[config.mk]
export PLATFORM = sky130hd
export DESIGN_NAME = mulDivUnit
export DESIGN_NICKNAME = d
export VERILOG_FILES = /design/src/common/mulDivPkg.sv /design/src/hw/mulDivUnit.sv /design/src/hw/resultSelect.sv /design/src/hw/operandPrep.sv /design/src/hw/iterCtrl.sv /design/src/arith/restoringDiv.sv /design/src/arith/shiftAddMult.sv
export SDC_FILE = /design/constraint.sdc
export NUM_CORES = 1
export LEC_CHECK = 0
export BUFFER_PORTS_ARGS = -buffer_cell sky130_fd_sc_hd__buf_2
export CAP_MARGIN = 20
export CORE_MARGIN = 10
export CORE_UTILIZATION = 55
export CTS_BUF_LIST = sky130_fd_sc_hd__clkbuf_8
export CTS_CLUSTER_DIAMETER = 80
export DETAILED_ROUTE_END_ITERATION = 12
export PLACE_DENSITY = 0.71
export SETUP_SLACK_MARGIN = 0.4
export SLEW_MARGIN = 20
export SYNTH_ARGS = -nofsm -noshare
export SYNTH_HDL_FRONTEND = slang
export SYNTH_SLANG_ARGS = --single-unit
[constraint.sdc]
create_clock -name clk -period 9.9 [get_ports clk]
set_input_delay 0.495 -clock clk [delete_from_list [all_inputs] [get_ports clk]]
set_output_delay 0.495 -clock clk [all_outputs]
set_load 0.005 [all_outputs]
[src/common/mulDivPkg.sv]
`default_nettype none

package mulDivPkg;

  // datapath widths
  localparam int dataW = 32;

  typedef logic [dataW-1:0]   wordT;
  typedef logic [2*dataW-1:0] dwordT;

  // one arithmetic step per bit of the operand
  localparam int iterCount = 32;
  localparam int cntW = 6;

  typedef logic [cntW-1:0] cntT;

  // bit 2 set means division
  typedef enum logic [2:0] {
    opMul    = 3'd0,
    opMulh   = 3'd1,
    opMulhsu = 3'd2,
    opMulhu  = 3'd3,
    opDiv    = 3'd4,
    opDivu   = 3'd5,
    opRem    = 3'd6,
    opRemu   = 3'd7
  } opCodeT;

  typedef enum logic [1:0] {
    stIdle   = 2'd0,
    stIter   = 2'd1,
    stFinish = 2'd2
  } ctrlStateT;

  // most negative two's complement word
  localparam wordT minNeg = {1'b1, {(dataW-1){1'b0}}};

endpackage

`default_nettype wire
[src/hw/mulDivUnit.sv]
`timescale 1ns/100ps
`default_nettype none

module mulDivUnit (
  input  wire logic               clk,
  input  wire logic               rstN,
  input  wire logic               start,
  input  mulDivPkg::opCodeT       opCode,
  input  mulDivPkg::wordT         lOp,
  input  mulDivPkg::wordT         rOp,
  output mulDivPkg::wordT         result,
  output logic                    busy,
  output logic                    done,
  output logic                    divByZero,
  output logic                    divOverflow
);

  logic loadEn;
  logic stepEn;
  logic finishEn;

  mulDivPkg::wordT   magL;
  mulDivPkg::wordT   magR;
  mulDivPkg::opCodeT opReg;
  logic              negLow;
  logic              negHigh;
  logic              divZero;
  logic              divOvf;

  mulDivPkg::dwordT  product;
  mulDivPkg::wordT   quotient;
  mulDivPkg::wordT   remainder;

  iterCtrl i_iterCtrl (
    .clk      (clk),
    .rstN     (rstN),
    .start    (start),
    .loadEn   (loadEn),
    .stepEn   (stepEn),
    .finishEn (finishEn),
    .busy     (busy),
    .done     (done)
  );

  operandPrep i_operandPrep (
    .clk     (clk),
    .rstN    (rstN),
    .loadEn  (loadEn),
    .opCode  (opCode),
    .lOp     (lOp),
    .rOp     (rOp),
    .magL    (magL),
    .magR    (magR),
    .opReg   (opReg),
    .negLow  (negLow),
    .negHigh (negHigh),
    .divZero (divZero),
    .divOvf  (divOvf)
  );

  shiftAddMult i_shiftAddMult (
    .clk          (clk),
    .rstN         (rstN),
    .loadEn       (loadEn),
    .stepEn       (stepEn),
    .multiplicand (magL),
    .multiplier   (magR),
    .product      (product)
  );

  // rOp is the dividend, lOp the divisor
  restoringDiv i_restoringDiv (
    .clk       (clk),
    .rstN      (rstN),
    .loadEn    (loadEn),
    .stepEn    (stepEn),
    .dividend  (magR),
    .divisor   (magL),
    .quotient  (quotient),
    .remainder (remainder)
  );

  resultSelect i_resultSelect (
    .clk         (clk),
    .rstN        (rstN),
    .finishEn    (finishEn),
    .opReg       (opReg),
    .negLow      (negLow),
    .negHigh     (negHigh),
    .divZero     (divZero),
    .divOvf      (divOvf),
    .product     (product),
    .quotient    (quotient),
    .remainder   (remainder),
    .result      (result),
    .divByZero   (divByZero),
    .divOverflow (divOverflow)
  );

endmodule

`default_nettype wire

[src/hw/resultSelect.sv]
`timescale 1ns/100ps
`default_nettype none

module resultSelect (
  input  wire logic               clk,
  input  wire logic               rstN,
  input  wire logic               finishEn,
  input  mulDivPkg::opCodeT       opReg,
  input  wire logic               negLow,
  input  wire logic               negHigh,
  input  wire logic               divZero,
  input  wire logic               divOvf,
  input  mulDivPkg::dwordT        product,
  input  mulDivPkg::wordT         quotient,
  input  mulDivPkg::wordT         remainder,
  output mulDivPkg::wordT         result,
  output logic                    divByZero,
  output logic                    divOverflow
);

  localparam int w = mulDivPkg::dataW;

  mulDivPkg::dwordT prodSigned;
  mulDivPkg::wordT  quoSigned;
  mulDivPkg::wordT  remSigned;
  mulDivPkg::wordT  nextResult;

  assign prodSigned = negHigh ? -product : product;
  assign quoSigned  = negLow ? -quotient : quotient;
  // also rebuilds the dividend when the divisor was zero
  assign remSigned  = negHigh ? -remainder : remainder;

  always_comb begin
    unique case (opReg)
      mulDivPkg::opMul: nextResult = prodSigned[w-1:0];
      mulDivPkg::opMulh, mulDivPkg::opMulhsu, mulDivPkg::opMulhu: begin
        nextResult = prodSigned[2*w-1:w];
      end
      mulDivPkg::opDiv, mulDivPkg::opDivu: nextResult = quoSigned;
      default: nextResult = remSigned;
    endcase
    // bit 1 of a divide opcode picks the remainder
    if (divZero) begin
      nextResult = opReg[1] ? remSigned : '1;
    end else if (divOvf) begin
      nextResult = opReg[1] ? '0 : mulDivPkg::minNeg;
    end
  end

  always_ff @(posedge clk) begin
    if (!rstN) begin
      result      <= '0;
      divByZero   <= 1'b0;
      divOverflow <= 1'b0;
    end else if (finishEn) begin
      result      <= nextResult;
      divByZero   <= divZero;
      divOverflow <= divOvf;
    end
  end

endmodule

`default_nettype wire

[src/hw/operandPrep.sv]
`timescale 1ns/100ps
`default_nettype none

module operandPrep (
  input  wire logic               clk,
  input  wire logic               rstN,
  input  wire logic               loadEn,
  input  mulDivPkg::opCodeT       opCode,
  input  mulDivPkg::wordT         lOp,
  input  mulDivPkg::wordT         rOp,
  output mulDivPkg::wordT         magL,
  output mulDivPkg::wordT         magR,
  output mulDivPkg::opCodeT       opReg,
  output logic                    negLow,
  output logic                    negHigh,
  output logic                    divZero,
  output logic                    divOvf
);

  logic signedL;
  logic signedR;
  logic negL;
  logic negR;
  logic isDiv;

  always_comb begin
    unique case (opCode)
      mulDivPkg::opMul, mulDivPkg::opMulh, mulDivPkg::opDiv, mulDivPkg::opRem: begin
        signedL = 1'b1;
        signedR = 1'b1;
      end
      mulDivPkg::opMulhsu: begin
        signedL = 1'b1;
        signedR = 1'b0;
      end
      default: begin
        signedL = 1'b0;
        signedR = 1'b0;
      end
    endcase
  end

  assign negL  = signedL & lOp[mulDivPkg::dataW-1];
  assign negR  = signedR & rOp[mulDivPkg::dataW-1];
  assign isDiv = opCode[2];

  // magnitudes go straight to the cores on the start edge
  assign magL = negL ? -lOp : lOp;
  assign magR = negR ? -rOp : rOp;

  always_ff @(posedge clk) begin
    if (!rstN) begin
      opReg   <= mulDivPkg::opMul;
      negLow  <= 1'b0;
      negHigh <= 1'b0;
      divZero <= 1'b0;
      divOvf  <= 1'b0;
    end else if (loadEn) begin
      opReg   <= opCode;
      // quotient sign for divides only
      negLow  <= isDiv & (negL ^ negR);
      // product sign, or remainder follows the dividend
      negHigh <= isDiv ? negR : (negL ^ negR);
      divZero <= isDiv && (lOp == '0);
      divOvf  <= (opCode == mulDivPkg::opDiv || opCode == mulDivPkg::opRem) &&
                 (rOp == mulDivPkg::minNeg) && (lOp == '1);
    end
  end

  // a zero divisor can never also be all ones
  assert property (@(posedge clk) disable iff (!rstN) !(divZero && divOvf));

endmodule

`default_nettype wire

[src/hw/iterCtrl.sv]
`timescale 1ns/100ps
`default_nettype none

module iterCtrl (
  input  wire logic clk,
  input  wire logic rstN,
  input  wire logic start,
  output logic      loadEn,
  output logic      stepEn,
  output logic      finishEn,
  output logic      busy,
  output logic      done
);

  mulDivPkg::ctrlStateT state;
  mulDivPkg::cntT       cnt;

  // start is dropped while an operation runs
  assign loadEn   = start && (state == mulDivPkg::stIdle);
  assign stepEn   = (state == mulDivPkg::stIter);
  assign finishEn = (state == mulDivPkg::stFinish);
  assign busy     = (state != mulDivPkg::stIdle);

  always_ff @(posedge clk) begin
    if (!rstN) begin
      state <= mulDivPkg::stIdle;
      cnt   <= '0;
      done  <= 1'b0;
    end else begin
      done <= finishEn;
      unique case (state)
        mulDivPkg::stIdle: begin
          if (start) begin
            state <= mulDivPkg::stIter;
            cnt   <= mulDivPkg::cntT'(mulDivPkg::iterCount - 1);
          end
        end
        mulDivPkg::stIter: begin
          // last step when the count has run out
          if (cnt == '0) begin
            state <= mulDivPkg::stFinish;
          end else begin
            cnt <= cnt - 1'b1;
          end
        end
        mulDivPkg::stFinish: begin
          state <= mulDivPkg::stIdle;
        end
        default: begin
          state <= mulDivPkg::stIdle;
        end
      endcase
    end
  end

  // done is a single-cycle pulse
  assert property (@(posedge clk) disable iff (!rstN) done |=> !done);

  // no load while the cores are stepping
  assert property (@(posedge clk) disable iff (!rstN) !(stepEn && loadEn));

endmodule

`default_nettype wire

[src/arith/restoringDiv.sv]
`timescale 1ns/100ps
`default_nettype none

module restoringDiv (
  input  wire logic       clk,
  input  wire logic       rstN,
  input  wire logic       loadEn,
  input  wire logic       stepEn,
  input  mulDivPkg::wordT dividend,
  input  mulDivPkg::wordT divisor,
  output mulDivPkg::wordT quotient,
  output mulDivPkg::wordT remainder
);

  localparam int w = mulDivPkg::dataW;

  mulDivPkg::wordT divReg;
  mulDivPkg::wordT quoReg;
  mulDivPkg::wordT remReg;
  logic [w+1:0]    trial;
  logic            borrow;

  always_ff @(posedge clk) begin
    if (loadEn) begin
      divReg <= divisor;
    end
  end

  // shifted remainder minus divisor, top bit is the borrow
  assign trial  = {1'b0, remReg, quoReg[w-1]} - {2'b00, divReg};
  assign borrow = trial[w+1];

  always_ff @(posedge clk) begin
    if (!rstN) begin
      quoReg <= '0;
      remReg <= '0;
    end else if (loadEn) begin
      quoReg <= dividend;
      remReg <= '0;
    end else if (stepEn) begin
      if (borrow) begin
        // restore, keep the shifted value
        remReg <= {remReg[w-2:0], quoReg[w-1]};
        quoReg <= {quoReg[w-2:0], 1'b0};
      end else begin
        remReg <= trial[w-1:0];
        quoReg <= {quoReg[w-2:0], 1'b1};
      end
    end
  end

  // zero divisor ends with all ones and the dividend here
  assign quotient  = quoReg;
  assign remainder = remReg;

endmodule

`default_nettype wire

[src/arith/shiftAddMult.sv]
`timescale 1ns/100ps
`default_nettype none

module shiftAddMult (
  input  wire logic        clk,
  input  wire logic        rstN,
  input  wire logic        loadEn,
  input  wire logic        stepEn,
  input  mulDivPkg::wordT  multiplicand,
  input  mulDivPkg::wordT  multiplier,
  output mulDivPkg::dwordT product
);

  localparam int w = mulDivPkg::dataW;

  mulDivPkg::wordT  mcandReg;
  mulDivPkg::dwordT prodReg;
  mulDivPkg::wordT  addend;
  logic [w:0]       partial;

  // multiplicand only matters while stepping
  always_ff @(posedge clk) begin
    if (loadEn) begin
      mcandReg <= multiplicand;
    end
  end

  assign addend  = prodReg[0] ? mcandReg : '0;
  // one extra bit keeps the carry of the add
  assign partial = {1'b0, prodReg[2*w-1:w]} + {1'b0, addend};

  always_ff @(posedge clk) begin
    if (!rstN) begin
      prodReg <= '0;
    end else if (loadEn) begin
      prodReg <= {{w{1'b0}}, multiplier};
    end else if (stepEn) begin
      // add then shift right, carry enters the top
      prodReg <= {partial, prodReg[w-1:1]};
    end
  end

  assign product = prodReg;

endmodule

`default_nettype wire

Yosys cells after proc, flatten, opt, wreduce, memory -nomap -nowiden

Cells that the tools add are included.

$add $sub $neg: 8
Eq/ne operators: 16
Multiplexer cells: 26
Bitwise operators: 5
Reduce and logical (&&, ||, !) cells: 20

Operators by type and width:

| kind                                                                | number |
|---|---|
| 32-bit two-way mux                                                  | 14 |
| 32-bit negation                                                     | 4 |
| 32-bit one-hot mux with 3 select lines                              | 1 |
| 32-bit == test (second input constant)                              | 2 |
| 64-bit two-way mux                                                  | 1 |
| 64-bit negation                                                     | 1 |
| 33-bit by 32-bit subtractor with 34-bit output                      | 1 |
| 32-bit by 32-bit adder with 33-bit output                           | 1 |
| 32-bit logical NOT                                                  | 1 |
| 3-bit == test (second input constant)                               | 4 |
| 6-bit two-way mux                                                   | 2 |
| 6-bit one-hot mux with 2 select lines                               | 1 |
| 3-bit by 2-bit == test with 1-bit output (second input constant)    | 3 |
| 3-bit by 1-bit == test with 1-bit output (second input constant)    | 2 |
| 3-bit logical NOT                                                   | 2 |
| 6-bit logical NOT                                                   | 1 |
| 2-bit != test (second input constant)                               | 3 |
| 2-bit nonzero test                                                  | 3 |
| 6-bit by 1-bit subtractor with 6-bit output (second input constant) | 1 |
| 5-bit OR reduction                                                  | 1 |
| 1-bit logical AND                                                   | 4 |
| 1-bit two-way mux                                                   | 4 |
| 2-bit two-way mux                                                   | 2 |
| 2-bit one-hot mux with 2 select lines                               | 1 |
| 12 further kinds                                                    | 15 |

Flip-flop bits (word level): 210
Input bits: 70
Output and inout bits: 36

Longest topological paths before layout

Word-level depth: 6
Gate-level depth with buffers: 14

By module

Synthesis repeated with hierarchy kept, for this count alone.

Cell total of the unflattened synthesis: 2385
Area, all modules: 19178.4 µm²

Modules (own cells, without submodules):

| module       | instances | cells an instance | area an instance (µm²) | sequential area each (µm²) |
|---|---|---|---|---|
| restoringDiv | 1         | 701               | 5975.7                 | 2242.2 |
| shiftAddMult | 1         | 605               | 5471.5                 | 2242.2 |
| resultSelect | 1         | 770               | 5446.5                 | 680.7 |
| operandPrep  | 1         | 258               | 1821.7                 | 140.1 |
| iterCtrl     | 1         | 51                | 462.9                  | 180.2 |

Least setup slack after synthesis

OpenSTA, ideal clock, no wires.

Path kind: register to register
Start: register i_shiftAddMult.prodReg[0], in the netlist i_shiftAddMult.product[0]
End: register i_shiftAddMult.prodReg[61], in the netlist i_shiftAddMult.product[61]
Setup time: 0.086 ns
Data arrival time: 3.340 ns
Required time: 9.814 ns
Setup slack: 6.475 ns
Cell stages (with the launch flop): 15
Path buffers: 1
Clock period less this slack: 3.425 ns
Path through: dfxtp_1 inv_1 clkbuf_1 nor2_1 fa_1 a21o_1 nand4_1 a21oi_1 nor4b_1 o21ai_0 a31o_2 a41o_1 o311ai_0 xor2_1 a211oi_1

Cells in the longest elaborated chain, start to end: 2

Ends and longest elaborated chain:

| item                                      | line               | RTL |
|---|---|---|
| start, declared                           | shiftAddMult.sv:17 | `mulDivPkg::dwordT prodReg;` |
| start signal, assigned                    | shiftAddMult.sv:36 | `prodReg <= {{w{1'b0}}, multiplier};` |
| start signal, assigned                    | shiftAddMult.sv:39 | `prodReg <= {partial, prodReg[w-1:1]};` |
| 32-bit two-way mux                        | shiftAddMult.sv:28 | `assign addend = prodReg[0] ? mcandReg : '0;` |
| 32-bit by 32-bit adder with 33-bit output | shiftAddMult.sv:30 | `assign partial = {1'b0, prodReg[2*w-1:w]} + {1'b0, addend};` |

No other way between the ends.
A chain may end at the register's enable or synchronous reset.

Worst setup path in the final report

Start: register i_shiftAddMult.prodReg[0], in the netlist i_shiftAddMult.product[0]
End: register i_resultSelect.result[18]

Cells in the longest elaborated chain, start to end: 5

Ends and longest elaborated chain:

| item                                   | line               | RTL |
|---|---|---|
| 64-bit negation                        | resultSelect.sv:28 | `assign prodSigned = negHigh ? -product : product;` |
| 64-bit two-way mux                     | resultSelect.sv:28 |  |
| 32-bit one-hot mux with 3 select lines | resultSelect.sv:34 | `unique case (opReg)` |
| 32-bit two-way mux                     | resultSelect.sv:45 | `end else if (divOvf) begin` |
| 32-bit two-way mux                     | resultSelect.sv:43 | `if (divZero) begin` |
| end signal, assigned                   | resultSelect.sv:56 | `result <= nextResult;` |
| end, declared                          | resultSelect.sv:16 | `output mulDivPkg::wordT result,` |

No other way between the ends.

==> impl_results.md <==
* Crit Path Class: flip-flop to flip-flop
* Post-route ant nets at 0
* Ys async rst share at 0%
* Number of synthesized register bits at 210
* Synth top area share at 22.2%
* Count leader, synth: nand2_1
* Fmax at 236 MHz
* Number of fill cells in the layout at 2739
* Post-Route Setup TNS at 0 ps
* Slowest cell on crit path: nor4b_1
* Status: finished, final reports clean
* Initial antenna violation count at 1
* Core ar. at 0.0288 mm^2
* Post-DR vias/cell at 6.45
* Pin count of the biggest net entering global routing at 94
* # H-tree levels at 2
* Rows at 62
* Finished Cell Area at 0.0176 mm^2
* Period minus WS final at 4240 ps
* Crit path DAT at 4710 ps
* Final Hold Fails at 0
* Die height at 191 um
* Cell variety after synth at 84
* Post-synth EDFFs at 32
* Cells after synthesis at 2132
* Syn_nets at 2276
* Unrepaired setup endpoints after global routing: no
* Lkg Pwr at 7.09 nW
* Register area share after synthesis at 28.1%
* Crit path max fanout at 8
* CTS tree: built
* Reg2reg path depth at 12
* GR Overflow Total at 0
* Setup crit end kind: flip-flop
* Hold Path Depth at 3
* Area delta synth->final at 9.33%
* Setup bufs post-CTS at 0
* N_diodes at 0
* Final net count at 2316
* Period utilization at 42.9%
* Wire per inst at 22.5 um
* Final clock skew at 25.1 ps
* Ys Warns at 0
* Hpwl dp at 43600 um
* Die area at 0.0365 mm^2
* Critical Path Max Stage Delay at 610 ps
* Drt first pass iters at 5
* Slew @ Worst Pin at 1130 ps
* Post-synth top area cell: dfxtp_1
* Post_cts resized at 0
* Worst-Skew Late Latency at 560 ps
* Max-slew violations at 0
* Max-cap violations at 0
* Reg clk slew, reported paths at 60 ps
* PwrDens at 154 mW/mm^2
* Final std cells w/o fill at 2586
* I/O Pins at 106
* GRT Total Usage at 30.8%
* Final Setup Violations at 0
* Worst rel slew slack at 24.7%
* Syn Std Cell Area at 0.0161 mm^2
* Top post-synthesis cells by count: 263 x nand2_1, 231 x o21ai_0, 220 x a21oi_1, 178 x dfxtp_1, 147 x nor2_1
* Synth Area per Inst at 7.54 um^2
* Total number of vias at 16675
* Worst vdd rail ir drop at 113 uV
* CTS Hold Bufs at 0
* DRT Wirelength at 58200 um
* Synth area leaders: dfxtp_1 22%, o21ai_0 7.2%, a21oi_1 6.8%, xnor2_1 6.8%, nand2_1 6.1%
* Placed cell count at 2513
* Clk sinks at 210
* Crit path cell chain: inv_1 -> ha_1 -> nor4b_1 -> nand3_1 -> nor3b_4 -> nand2_2 -> or2_1 -> or3_1 -> a31oi_1 -> a21oi_1 -> or4_1 -> o211ai_2
* Worst EP required at 10370 ps
* Fraction of layout cells with a size suffix above 1 at 10.0%
* Placer Congestion at 0.983
* PortBufs at 105
* Initial drt markers at 1661
* Die X at 191 um
* CP startpoint kind: flip-flop
* Ys flop type: dfxtp_1
* CTS buffer count at 40
* Initial Util at 55.9%
* Clock Path Buffers at 3
* Root buffer cell: clkbuf_8
* Drt drc at 0
* Hold Crit Class: primary input to flip-flop
* Global-route wire length before repair at 89100 um
* Post-DP Area at 0.0167 mm^2
* Vias in the first global route at 15306
-- registers in the layout, indices dropped and copies added (netlist names) --
| signal | count |
|---|---|
| i_shiftAddMult.product | 64 |
| i_restoringDiv.divReg | 32 |
| i_restoringDiv.remainder | 32 |
| i_operandPrep.negLow | 1 |
| i_iterCtrl.done | 1 |
| i_iterCtrl.state | 2 |
| i_operandPrep.divZero | 1 |
| i_resultSelect.result | 32 |
| i_operandPrep.divOvf | 1 |
| i_operandPrep.opReg | 3 |
| i_resultSelect.divOverflow | 1 |
| i_operandPrep.negHigh | 1 |
| i_restoringDiv.quotient | 32 |
| i_resultSelect.divByZero | 1 |
| i_iterCtrl.cnt | 6 |
-- layer usage --
metal | up-vias | routed length [um] | track usage, % | share of wire (%)
met2 | 813 | 25100 | 46.5 | 43
met1 | 7869 | 25500 | 43.2 | 44
met5 | - | 0 | 0 | 0
li1 | 7877 | - | - | -
met3 | 116 | 5830 | 6.25 | 10
met4 | 0 | 1810 | 9.54 | 3.1
-- per-stage QoR --
step	hold slack, ps	worst slack [ps]	utilization [%]	power, W
2_1_floorplan	453	6470	-	0.00155
3_3_place_gp	453	5860	58.1	0.00178
3_5_place_dp	451	5760	58.1	0.00179
4_1_cts	198	5740	61.0	0.00270
5_1_grt	235	5400	61.1	0.00283
6_report	214	5660	61.1	0.00271
-- cell usage in the layout (no fill, tap or decap), drive strengths merged, types with 20 or more instances in the layout --
cell | Yosys | final
nor4 | 22 | 22
nor2 | 147 | 147
xnor2 | 124 | 124
edfxtp | 32 | 32
o31ai | 49 | 49
inv | 62 | 69
buf | 16 | 124
o21ai | 234 | 234
a21o | 35 | 35
a31oi | 27 | 27
nand3 | 29 | 29
xor2 | 95 | 95
ha | 72 | 72
nor3 | 59 | 59
clkbuf | 110 | 45
o211ai | 33 | 33
a21oi | 220 | 220
or4 | 30 | 30
nand2 | 264 | 264
dfxtp | 178 | 178
or3 | 35 | 35
o41ai | 20 | 20
-- worst max-delay path, delay by kind of cell (launching register included) --
family,cells,cell delay (ps)
compound gates,3,360
fa+ha+maj,1,200
buf+inv,1,120
flops,1,380
simple gates,7,3100
-- cells by family after synthesis --
group                    after synthesis  share of synthesized area, %
AO/OA/AOI/OAI                        745                          28.4
adder cells (fa/ha/maj)               74                          5.85
XOR/XNOR                             219                          11.9
multiplexers                           8                         0.498
flip-flops                           210                          28.1
AND/OR/NAND/NOR                      687                          20.5
buffers and inverters                189                          4.65
-- final cells by class --
class | count | area, um^2 | area share, %
Sequential cell | 210 | 4530 | 25.8
Inverter | 63 | 236 | 1.35
Tap cell | 384 | 480 | 2.73
Clock inverter | 27 | 211 | 1.20
Clock buffer | 45 | 619 | 3.52
Timing Repair Buffer | 124 | 681 | 3.87
Multi-Input combinational cell | 1733 | 10800 | 61.6
-- report_power, final --
group | switching, W | internal, W | leakage, nW
Clock | 0.000412 | 0.000501 | 0.446
Sequential | 0.0000989 | 0.000938 | 1.76
Combinational | 0.000499 | 0.000264 | 4.88
-- path summary, 6_finish.rpt --
check / end / slack [ps] / start
min reg2reg: i_operandPrep.negLow / 460 / i_operandPrep.negLow
min: i_operandPrep.opReg[1] / 210 / opCode[1]
max: i_resultSelect.result[18] / 5660 / i_shiftAddMult.product[0]
max reg2reg: i_resultSelect.result[18] / 5660 / i_shiftAddMult.product[0]
No activity file was read; power rests on OpenSTA's default activity.
